==> config.mk <==
export PLATFORM = sky130hd
export DESIGN_NAME = csr_unit
export DESIGN_NICKNAME = d
export VERILOG_FILES = /design/src/common/csr_pkg.sv /design/src/csr/csr_trap.sv /design/src/csr/csr_counters.sv /design/src/csr/csr_regs.sv /design/src/verilog/csr_unit.sv
export SDC_FILE = /design/constraint.sdc
export NUM_CORES = 1
export LEC_CHECK = 0
export ABC_AREA = 1
export BUFFER_PORTS_ARGS = -buffer_cell sky130_fd_sc_hd__buf_2
export CORE_AREA = 2 2 267 269
export CTS_BUF_LIST = sky130_fd_sc_hd__clkbuf_4
export DETAILED_ROUTE_END_ITERATION = 7
export DIE_AREA = 0 0 269 271
export PLACE_DENSITY = 0.58
export SLEW_MARGIN = 20
export SYNTH_ARGS = -nofsm -noshare
export SYNTH_HDL_FRONTEND = slang
export SYNTH_SLANG_ARGS = --single-unit
==> constraint.sdc <==
create_clock -name clk -period 4.58 [get_ports clk]
set_input_delay 0.458 -clock clk [delete_from_list [all_inputs] [get_ports clk]]
set_output_delay 0.458 -clock clk [all_outputs]
set_load 0.02 [all_outputs]
==> src/common/csr_pkg.sv <==
package csr_pkg;

  localparam int xlen  = 32;
  localparam int cnt_w = 64;

  // machine mode csr addresses
  typedef enum logic [11:0] {
    csr_mstatus   = 12'h300,
    csr_misa      = 12'h301,
    csr_mie       = 12'h304,
    csr_mtvec     = 12'h305,
    csr_mscratch  = 12'h340,
    csr_mepc      = 12'h341,
    csr_mcause    = 12'h342,
    csr_mtval     = 12'h343,
    csr_mip       = 12'h344,
    csr_mcycle    = 12'hb00,
    csr_minstret  = 12'hb02,
    csr_mcycleh   = 12'hb80,
    csr_minstreth = 12'hb82
  } csr_addr_t;

  // synchronous exception codes, mcause bit 31 clear
  typedef enum logic [3:0] {
    exc_misalign_fetch = 4'd0,
    exc_illegal_instr  = 4'd2,
    exc_breakpoint     = 4'd3,
    exc_misalign_load  = 4'd4,
    exc_misalign_store = 4'd6,
    exc_ecall_m        = 4'd11
  } exc_cause_t;

  // interrupt codes, mcause bit 31 set
  typedef enum logic [3:0] {
    irq_msoft  = 4'd3,
    irq_mtimer = 4'd7,
    irq_mext   = 4'd11
  } irq_cause_t;

  // mstatus fields
  localparam int mstatus_mie_bit  = 3;
  localparam int mstatus_mpie_bit = 7;

  // same positions in mie and mip
  localparam int irq_ext_bit = 11;
  localparam int irq_tmr_bit = 7;
  localparam int irq_sw_bit  = 3;

  // sd, tsr..mpp, spp, mpie, spie, upie, mie, sie, uie
  localparam logic [xlen-1:0] mstatus_mask = 32'h807f_f9bb;

  // mxl plus the 26 extension letters
  localparam logic [xlen-1:0] misa_mask = 32'hc3ff_ffff;

  // m, s and u enables for external, timer and software
  localparam logic [xlen-1:0] mie_mask = 32'h0000_0bbb;

  // only s/u pending bits, machine bits come from the pins
  localparam logic [xlen-1:0] mip_sw_mask = 32'h0000_0333;

  // mxl = 1 (rv32), extensions i and m
  localparam logic [xlen-1:0] misa_reset = 32'h4000_1100;

  localparam logic [xlen-1:0] mtvec_reset = 32'h0000_0000;

endpackage

==> src/csr/csr_trap.sv <==
`timescale 1ns/1ns

module csr_trap import csr_pkg::*; (
  input  logic            clk,
  input  logic            rst,
  input  logic            dec_valid,
  input  logic            dec_exception,
  input  logic [xlen-1:0] dec_epc,
  input  logic [3:0]      dec_ecause,
  input  logic [xlen-1:0] dec_etval,
  input  logic            ex_valid,
  input  logic            ex_exception,
  input  logic [xlen-1:0] ex_epc,
  input  logic [3:0]      ex_ecause,
  input  logic [xlen-1:0] ex_etval,
  input  logic            mem_valid,
  input  logic            mem_exception,
  input  logic [xlen-1:0] mem_epc,
  input  logic [3:0]      mem_ecause,
  input  logic [xlen-1:0] mem_etval,
  input  logic            mstatus_mie,
  input  logic            mie_meie,
  input  logic            mie_mtie,
  input  logic            mie_msie,
  input  logic            mip_meip,
  input  logic            mip_mtip,
  input  logic            mip_msip,
  input  logic [xlen-1:0] mepc,
  output logic            take_trap,
  output logic [xlen-1:0] trap_cause,
  output logic [xlen-1:0] trap_epc,
  output logic [xlen-1:0] trap_tval,
  output logic            trap
);

  logic            irq_ext;
  logic            irq_tmr;
  logic            irq_sw;
  logic [xlen-1:0] irq_epc;

  assign irq_ext = mstatus_mie & mie_meie & mip_meip;
  assign irq_tmr = mstatus_mie & mie_mtie & mip_mtip;
  assign irq_sw  = mstatus_mie & mie_msie & mip_msip;

  // oldest instruction in flight, or keep mepc when the pipe is empty
  always_comb begin
    if (dec_valid) irq_epc = dec_epc;
    else if (ex_valid) irq_epc = ex_epc;
    else if (mem_valid) irq_epc = mem_epc;
    else irq_epc = mepc;
  end

  always_comb begin
    take_trap  = 1'b1;
    trap_cause = '0;
    trap_epc   = irq_epc;
    trap_tval  = '0;
    if (dec_exception) begin
      trap_cause = {28'd0, dec_ecause};
      trap_epc   = dec_epc;
      trap_tval  = dec_etval;
    end else if (ex_exception) begin
      trap_cause = {28'd0, ex_ecause};
      trap_epc   = ex_epc;
      trap_tval  = ex_etval;
    end else if (mem_exception) begin
      trap_cause = {28'd0, mem_ecause};
      trap_epc   = mem_epc;
      trap_tval  = mem_etval;
    end else if (irq_ext) begin
      trap_cause = {1'b1, 27'd0, irq_mext};
    end else if (irq_tmr) begin
      trap_cause = {1'b1, 27'd0, irq_mtimer};
    end else if (irq_sw) begin
      trap_cause = {1'b1, 27'd0, irq_msoft};
    end else begin
      take_trap = 1'b0;
    end
  end

  always_ff @(posedge clk) begin
    if (!rst) trap <= 1'b0;
    else trap <= take_trap; // one cycle pulse after the update edge
  end

endmodule

==> src/csr/csr_counters.sv <==
`timescale 1ns/1ns

module csr_counters import csr_pkg::*; (
  input  logic             clk,
  input  logic             rst,
  input  logic             retire,
  input  logic             wr_en,
  input  logic [11:0]      wr_addr,
  input  logic [xlen-1:0]  wr_data,
  output logic [cnt_w-1:0] mcycle,
  output logic [cnt_w-1:0] minstret
);

  logic wr_cyc_lo;
  logic wr_cyc_hi;
  logic wr_ret_lo;
  logic wr_ret_hi;

  assign wr_cyc_lo = wr_en && (wr_addr == csr_mcycle);
  assign wr_cyc_hi = wr_en && (wr_addr == csr_mcycleh);
  assign wr_ret_lo = wr_en && (wr_addr == csr_minstret);
  assign wr_ret_hi = wr_en && (wr_addr == csr_minstreth);

  always_ff @(posedge clk) begin
    if (!rst) begin
      mcycle   <= '0;
      minstret <= '0;
    end else begin
      // a half write holds off the increment for that cycle
      if (wr_cyc_lo) mcycle[xlen-1:0] <= wr_data;
      else if (wr_cyc_hi) mcycle[cnt_w-1:xlen] <= wr_data;
      else mcycle <= mcycle + cnt_w'(1);

      if (wr_ret_lo) minstret[xlen-1:0] <= wr_data;
      else if (wr_ret_hi) minstret[cnt_w-1:xlen] <= wr_data;
      else if (retire) minstret <= minstret + cnt_w'(1);
    end
  end

endmodule

==> src/csr/csr_regs.sv <==
`timescale 1ns/1ns

module csr_regs import csr_pkg::*; (
  input  logic             clk,
  input  logic             rst,
  input  logic             rd_en,
  input  logic [11:0]      rd_addr,
  input  logic             wr_en,
  input  logic [11:0]      wr_addr,
  input  logic [xlen-1:0]  wr_data,
  input  logic             dec_mret,
  input  logic             meip,
  input  logic             mtip,
  input  logic             msip,
  input  logic             take_trap,
  input  logic [xlen-1:0]  trap_cause,
  input  logic [xlen-1:0]  trap_epc,
  input  logic [xlen-1:0]  trap_tval,
  input  logic [cnt_w-1:0] mcycle,
  input  logic [cnt_w-1:0] minstret,
  output logic [xlen-1:0]  rd_data,
  output logic             mstatus_mie,
  output logic             mie_meie,
  output logic             mie_mtie,
  output logic             mie_msie,
  output logic             mip_meip,
  output logic             mip_mtip,
  output logic             mip_msip,
  output logic             mret_done,
  output logic [xlen-1:0]  mepc_out,
  output logic [xlen-1:0]  trap_vector
);

  logic [xlen-1:0] mstatus;
  logic [xlen-1:0] misa;
  logic [xlen-1:0] mie;
  logic [xlen-1:0] mip;
  logic [xlen-1:0] mtvec;
  logic [xlen-1:0] mscratch;
  logic [xlen-1:0] mepc;
  logic [xlen-1:0] mcause;
  logic [xlen-1:0] mtval;

  always_ff @(posedge clk) begin
    if (!rst) begin
      mstatus   <= '0;
      misa      <= misa_reset;
      mie       <= '0;
      mip       <= '0;
      mtvec     <= mtvec_reset;
      mscratch  <= '0;
      mepc      <= '0;
      mcause    <= '0;
      mtval     <= '0;
      mret_done <= 1'b0;
    end else begin
      if (wr_en) begin
        case (wr_addr)
          csr_mstatus:  mstatus <= wr_data & mstatus_mask;
          csr_misa:     misa <= wr_data & misa_mask;
          csr_mie:      mie <= wr_data & mie_mask;
          csr_mip:      mip <= wr_data & mip_sw_mask;
          csr_mtvec:    mtvec <= wr_data;
          csr_mscratch: mscratch <= wr_data;
          csr_mepc:     mepc <= wr_data;
          csr_mcause:   mcause <= wr_data;
          csr_mtval:    mtval <= wr_data;
          default: ;    // counters live in csr_counters
        endcase
      end

      // machine pending bits track the pins
      mip[irq_ext_bit] <= meip;
      mip[irq_tmr_bit] <= mtip;
      mip[irq_sw_bit]  <= msip;

      if (take_trap) begin
        mepc   <= trap_epc;
        mcause <= trap_cause;
        mtval  <= trap_tval;
        mstatus[mstatus_mpie_bit] <= mstatus[mstatus_mie_bit];
        mstatus[mstatus_mie_bit]  <= 1'b0;
      end

      if (dec_mret) begin
        mstatus[mstatus_mie_bit]  <= mstatus[mstatus_mpie_bit];
        mstatus[mstatus_mpie_bit] <= 1'b0;
      end
      mret_done <= dec_mret;
    end
  end

  always_comb begin
    rd_data = '0;
    if (rd_en) begin
      case (rd_addr)
        csr_mstatus:   rd_data = mstatus;
        csr_misa:      rd_data = misa;
        csr_mie:       rd_data = mie;
        csr_mip:       rd_data = mip;
        csr_mtvec:     rd_data = mtvec;
        csr_mscratch:  rd_data = mscratch;
        csr_mepc:      rd_data = mepc;
        csr_mcause:    rd_data = mcause;
        csr_mtval:     rd_data = mtval;
        csr_mcycle:    rd_data = mcycle[xlen-1:0];
        csr_mcycleh:   rd_data = mcycle[cnt_w-1:xlen];
        csr_minstret:  rd_data = minstret[xlen-1:0];
        csr_minstreth: rd_data = minstret[cnt_w-1:xlen];
        default:       rd_data = '0;
      endcase
    end
  end

  assign mstatus_mie = mstatus[mstatus_mie_bit];
  assign mie_meie    = mie[irq_ext_bit];
  assign mie_mtie    = mie[irq_tmr_bit];
  assign mie_msie    = mie[irq_sw_bit];
  assign mip_meip    = mip[irq_ext_bit];
  assign mip_mtip    = mip[irq_tmr_bit];
  assign mip_msip    = mip[irq_sw_bit];
  assign mepc_out    = mepc;

  // vectored mode jumps to base + 4 * cause
  always_comb begin
    if (mtvec[1:0] == 2'b01) trap_vector = {mtvec[xlen-1:2] + {26'd0, mcause[3:0]}, 2'b00};
    else trap_vector = {mtvec[xlen-1:2], 2'b00};
  end

endmodule

==> src/verilog/csr_unit.sv <==
`timescale 1ns/1ns

module csr_unit import csr_pkg::*; (
  input  logic            clk,
  input  logic            rst,
  input  logic            dec_valid,
  input  logic            dec_exception,
  input  logic [xlen-1:0] dec_epc,
  input  logic [3:0]      dec_ecause,
  input  logic [xlen-1:0] dec_etval,
  input  logic            dec_mret,
  input  logic            rd_en,
  input  logic [11:0]     rd_addr,
  input  logic            ex_valid,
  input  logic            ex_exception,
  input  logic [xlen-1:0] ex_epc,
  input  logic [3:0]      ex_ecause,
  input  logic [xlen-1:0] ex_etval,
  input  logic            wr_en,
  input  logic [11:0]     wr_addr,
  input  logic [xlen-1:0] wr_data,
  input  logic            mem_valid,
  input  logic            mem_exception,
  input  logic [xlen-1:0] mem_epc,
  input  logic [3:0]      mem_ecause,
  input  logic [xlen-1:0] mem_etval,
  input  logic            meip,
  input  logic            mtip,
  input  logic            msip,
  output logic [xlen-1:0] rd_data,
  output logic            trap,
  output logic            mret_done,
  output logic [xlen-1:0] mepc_out,
  output logic [xlen-1:0] trap_vector
);

  logic             mstatus_mie;
  logic             mie_meie;
  logic             mie_mtie;
  logic             mie_msie;
  logic             mip_meip;
  logic             mip_mtip;
  logic             mip_msip;
  logic             take_trap;
  logic [xlen-1:0]  trap_cause;
  logic [xlen-1:0]  trap_epc;
  logic [xlen-1:0]  trap_tval;
  logic [cnt_w-1:0] mcycle;
  logic [cnt_w-1:0] minstret;

  csr_trap csr_trap_i (
    .clk, .rst,
    .dec_valid, .dec_exception, .dec_epc, .dec_ecause, .dec_etval,
    .ex_valid, .ex_exception, .ex_epc, .ex_ecause, .ex_etval,
    .mem_valid, .mem_exception, .mem_epc, .mem_ecause, .mem_etval,
    .mstatus_mie, .mie_meie, .mie_mtie, .mie_msie,
    .mip_meip, .mip_mtip, .mip_msip,
    .mepc       (mepc_out),
    .take_trap, .trap_cause, .trap_epc, .trap_tval, .trap
  );

  csr_counters csr_counters_i (
    .clk, .rst,
    .retire     (ex_valid), // every valid execute slot retires
    .wr_en, .wr_addr, .wr_data,
    .mcycle, .minstret
  );

  csr_regs csr_regs_i (
    .clk, .rst, .rd_en, .rd_addr, .wr_en, .wr_addr, .wr_data,
    .dec_mret, .meip, .mtip, .msip,
    .take_trap, .trap_cause, .trap_epc, .trap_tval,
    .mcycle, .minstret, .rd_data,
    .mstatus_mie, .mie_meie, .mie_mtie, .mie_msie,
    .mip_meip, .mip_mtip, .mip_msip,
    .mret_done, .mepc_out, .trap_vector
  );

endmodule

* After elaboration in Yosys (flattened, before gate mapping)
Cells that the tools add are included.
** Word-level totals
- Bits of input ports :: 274
- Output and inout port bits :: 98
- Register bits :: 356
- Logic and storage cells :: 131
** Cells by class
- $add $sub $neg :: 3
- Reductions and logical operators :: 27
- Bitwise logic cells :: 8
- Equal/unequal tests :: 30
- Muxes and demuxes :: 45
** Operators by type and width (count)
- 2-to-1 mux 32 bit :: 32
- case mux 32 bit (13 select lines) :: 1
- == test 12 x 10 -> 1 bit, second input constant :: 18
- adder 64 x 1 -> 64 bit, second input constant :: 2
- == test 12 bit, second input constant :: 8
- 2-to-1 mux 64 bit :: 1
- adder 30 x 4 -> 30 bit :: 1
- AND reduction 2 bit :: 12
- 2-to-1 mux 8 bit :: 2
- nonzero test 2 bit :: 7
- 2-to-1 mux 1 bit :: 9
- inequality test 7 bit, second input constant :: 1
- AND 1 bit :: 6
- nonzero test 3 bit :: 2
- logical AND 1 bit :: 4
- inequality test 2 x 1 -> 1 bit, second input constant :: 2
- AND reduction 3 bit :: 1
- == test 2 x 1 -> 1 bit, second input constant :: 1
- NOT 1 bit :: 2
- OR reduction 2 bit :: 1

* Longest topological paths before layout
- Depth in word-level cells :: 10
- Mapped depth :: 14
- Depth with buffers taken out :: 12

* Cells and area by module
A second synthesis with hierarchy kept.
** Unflattened totals
- Cell total of the unflattened synthesis :: 4471
- Area total of the unflattened synthesis :: 26522.9 um^2
** Modules (own cells, without submodules)
- csr_regs :: sequential area each 4544.4 um^2, cells each 2083, instances 1, area an instance 13788.2 um^2
- csr_counters :: sequential area each 2562.5 um^2, cells each 1726, instances 1, area an instance 9700.6 um^2
- csr_trap :: sequential area each 20.0 um^2, cells each 662, instances 1, area an instance 3034.2 um^2

* Worst setup path after synthesis
OpenSTA, ideal clock, no wires.
- Kind :: in2out
- From :: input rd_addr[5]
- To :: output rd_data[11]
- Stages on the path :: 11
- Path buffers :: 2
- Path slack :: 2.173 ns
- Data arrival time :: 1.949 ns
- Path through :: nor2_1 > nand3_1 > nor2_2 > buf_2 > nand3_2 > inv_2 > buf_2 > nand2_1 > nand2_1 > nor2_1 > nor2_1
** Between the ends
- Longest elaborated chain between the ends :: 3
- Elaborated cells on any way between the ends :: 15
** Ends and longest elaborated chain
- start, declared :: line csr_unit.sv:13 : input logic [11:0] rd_addr,
- == test 12 bit / == test 12 x 10 -> 1 bit (equally long branches) :: line csr_regs.sv:96 : case (rd_addr)
- case mux 32 bit (13 select lines) * :: line csr_regs.sv:96
- 2-to-1 mux 32 bit * :: line csr_regs.sv:95 : if (rd_en) begin
- end, declared :: line csr_unit.sv:30 : output logic [xlen-1:0] rd_data,
Every way passes the cells marked *; elsewhere a longest branch is shown, timed or not.

* Worst setup path in the final report
- From :: register csr_regs_i.mcause[0]
- To :: output trap_vector[26]
** Between the ends
- Longest elaborated chain between the ends :: 2
** Ends and longest elaborated chain
- start, declared :: line csr_regs.sv:41 : logic [xlen-1:0] mcause;
- start signal, assigned :: line csr_regs.sv:66 : csr_mcause: mcause <= wr_data;
- start signal, assigned :: line csr_regs.sv:79 : mcause <= trap_cause;
- adder 30 x 4 -> 30 bit :: line csr_regs.sv:126 : if (mtvec[1:0] == 2'b01) trap_vector = {mtvec[xlen-1:2] + {26'd0, mcause[3:0]}, 2'b00};
- 2-to-1 mux 32 bit :: line csr_regs.sv:126
- end, declared :: line csr_unit.sv:34 : output logic [xlen-1:0] trap_vector
Every way passes these cells.

==> reports/results.tsv <==
metric	value	unit
num_rows	97	
ioPinCount	372	
wl_per_cell	23.5	um
drive_above_1_share	13.8	%
totalWireLength	131	mm
syn_area	0.0243	mm^2
cts_made_buffers	107	
final_cell_area	0.0289	mm^2
die_y	271	um
holdWs	47.8	ps
synthCells	4194	
rsz0062_at_grt	false	
dr.pass1.iters	6	
arrival	3490	ps
place_area	0.0269	mm^2
min_from	dec_epc[31]	
crit_required	4120	ps
dpl.hpwl	102	mm
setup_viol	0	
hp-class	in2reg	
dieWidth	269	um
cts_buffer_depth	3	
clkSlewWorstSetupHoldPaths	60	ps
drtIter0Drc	3467	
synth_most_common_cell	nand2_1	
ctsResizeCount	0	
hold_viol	0	
synth_top_area_cell	dfxtp_1	
r2r-start	csr_regs_i.mstatus[3]$_SDFFE_PN0P_	
worst_pin_slew	1070	ps
vias	30700	
fin_skew	93.5	ps
status	completed	
setup_tns	0	ps
antenna_left	0	
critPathMaxFanout	4	
critPathLaunch	csr_regs_i.mcause[0]$_SDFFE_PN0P_	
gp_congestion	1.03	
portBuffers	369	
cts_tree	built	
finish.net_count	4861	
place_inst	5333	
ir_drop	0.000166	V
core_area	0.0698	mm^2
power_density	250	mW/mm^2
avgViaCountPerCell	5.49	
drc	0	
ys_seq_area_share	29.3	%
clkSinkCount	356	
clk_latency	940	ps
clockRootBuffer	clkbuf_4	
grt_pass1_wl	189	mm
syn_to_final_growth	18.9	%
fmax	253	MHz
syn_avg_cell_area	5.80	um^2
yosys-top-cells-area	dfxtp_1 (29%), nand2_1 (17%), nor2_1 (9.5%)	
antenna_found_initial	6	
htreeDepth	3	
synth.distinct_cells	43	
max_slew_margin	28.3	%
yosys-top-cells-count	nand2_1 (1116), nor2_1 (616), inv_1 (438), dfxtp_1 (356), a21oi_1 (334)	
max_cap_viol_count	0	
grt_max_degree	92	
synth_ff_type	dfxtp_1	
final_cells	5587	
ys_warn_count	0	
end_kind	primary output	
grt_pass1_vias	28400	
grt-ovfl-total	0	
dieArea	0.0729	mm^2
timing.final.crit_share	86.2	%
ys_ff_latch	356	
finalMaxSlewViolations	0	
startpoint_type	flop	
synthArstFlopShare	0	%
fin_crit	3950	ps
leakage	12.0	nW
initial_core_util	34.9	%
critical_path_class	reg2out	
grt_usage	35.2	%
synth_top_area_share	29.3	%
synth_edf_count	0	
==> layer usage <==
metal  global-route usage, %  wire (um)
met1                    46.6      53000
met5                       0         18
met2                    54.0      57000
met4                    17.4       6880
met3                    7.39      14400
==> layout make-up <==
cell class	count	area, um^2
fillers	7875	40900
multi-input cells	3149	14600
flip-flops and latches	356	7130
repair buffers	499	3040
inverters	467	1760
well taps	940	1180
clock buffers	144	1080
clock inverters	30	181
diodes	2	5.00
==> report_power, final <==
group	total (W)	internal, W	switching (W)
clock network	0.00309	0.00155	0.00154
registers	0.00324	0.00315	0.0000900
logic	0.000896	0.000299	0.000597
total	0.00723	0.00500	0.00223
==> cells by family (layout without fill, tap and decap cells) <==
family / after synthesis / count (layout) / share of synthesized area (%)
flops: 356 / 356 / 29.3
buf+inv: 690 / 1140 / 11.1
simple gates: 2165 / 2165 / 36.5
fa+ha+maj: 7 / 7 / 0.391
other cells: 1 / 4 / 0.0154
compound gates: 901 / 901 / 20.0
xor+xnor: 74 / 74 / 2.66
==> worst paths after layout <==
path	depth (start not counted)	end	slack [ps]
max	9	trap_vector[26]	630
min reg2reg	2	csr_regs_i.misa[7]$_SDFFE_PN0P_	450
min	5	csr_regs_i.mepc_out[31]$_SDFFE_PN0P_	50
max reg2reg	10	csr_regs_i.mepc_out[2]$_SDFFE_PN0P_	1810
==> cells in the final DEF, fill, tap and decap left out, types with 7 or more instances in the layout <==
cell / n
nor3_1: 62
a31oi_1: 23
and2_1: 11
o21ai_1: 138
nand4_1: 70
nor2_2: 11
a22oi_1: 82
buf_2: 367
nand2_2: 8
clkinv_1: 19
inv_2: 30
o21ai_0: 269
dfxtp_1: 356
inv_1: 438
buf_4: 53
nor2_1: 612
nand3_1: 249
xnor2_1: 17
a21oi_1: 334
o22ai_1: 7
nand2_1: 1113
dlygate4sd3_1: 78
a211oi_1: 19
clkbuf_4: 144
o211ai_1: 19
xor2_1: 57
==> worst max-delay path, cell delays in order, from the launching register on <==
cell and delay, ps:
dfxtp_1 560, ha_1 330, fa_1 220, nand2_1 70, o21ai_1 260, nand4_1 300, or2_1 370, nor2_1 130
xor2_1 160, buf_2 200
==> state kept, by name (all words and copies together) (netlist names), 20 cells and up <==
register / flops
csr_counters_i.minstret: 64
csr_regs_i.mstatus: 20
csr_regs_i.mcause: 32
csr_regs_i.mtval: 32
csr_regs_i.mtvec: 32
csr_regs_i.mepc_out: 32
csr_regs_i.misa: 28
csr_regs_i.mscratch: 32
csr_counters_i.mcycle: 64
==> repair_timing <==
item,CTS,global route
hold endpoints to repair,111,0
hold buffers,78,0
setup buffers,0,0
setup endpoints to repair,0,0
==> metrics by stage <==
step | power, W | util [%] | setup WS [ps]
finish | 0.00723 | 41.4 | 633
floorplan | 0.00366 | - | 2170
global placement | 0.00412 | 38.5 | 1270
global route | 0.00750 | 41.4 | 487
detailed placement | 0.00412 | 38.5 | 1240
CTS | 0.00724 | 41.4 | 601
Note: power is estimated with default switching activity, not from simulation.
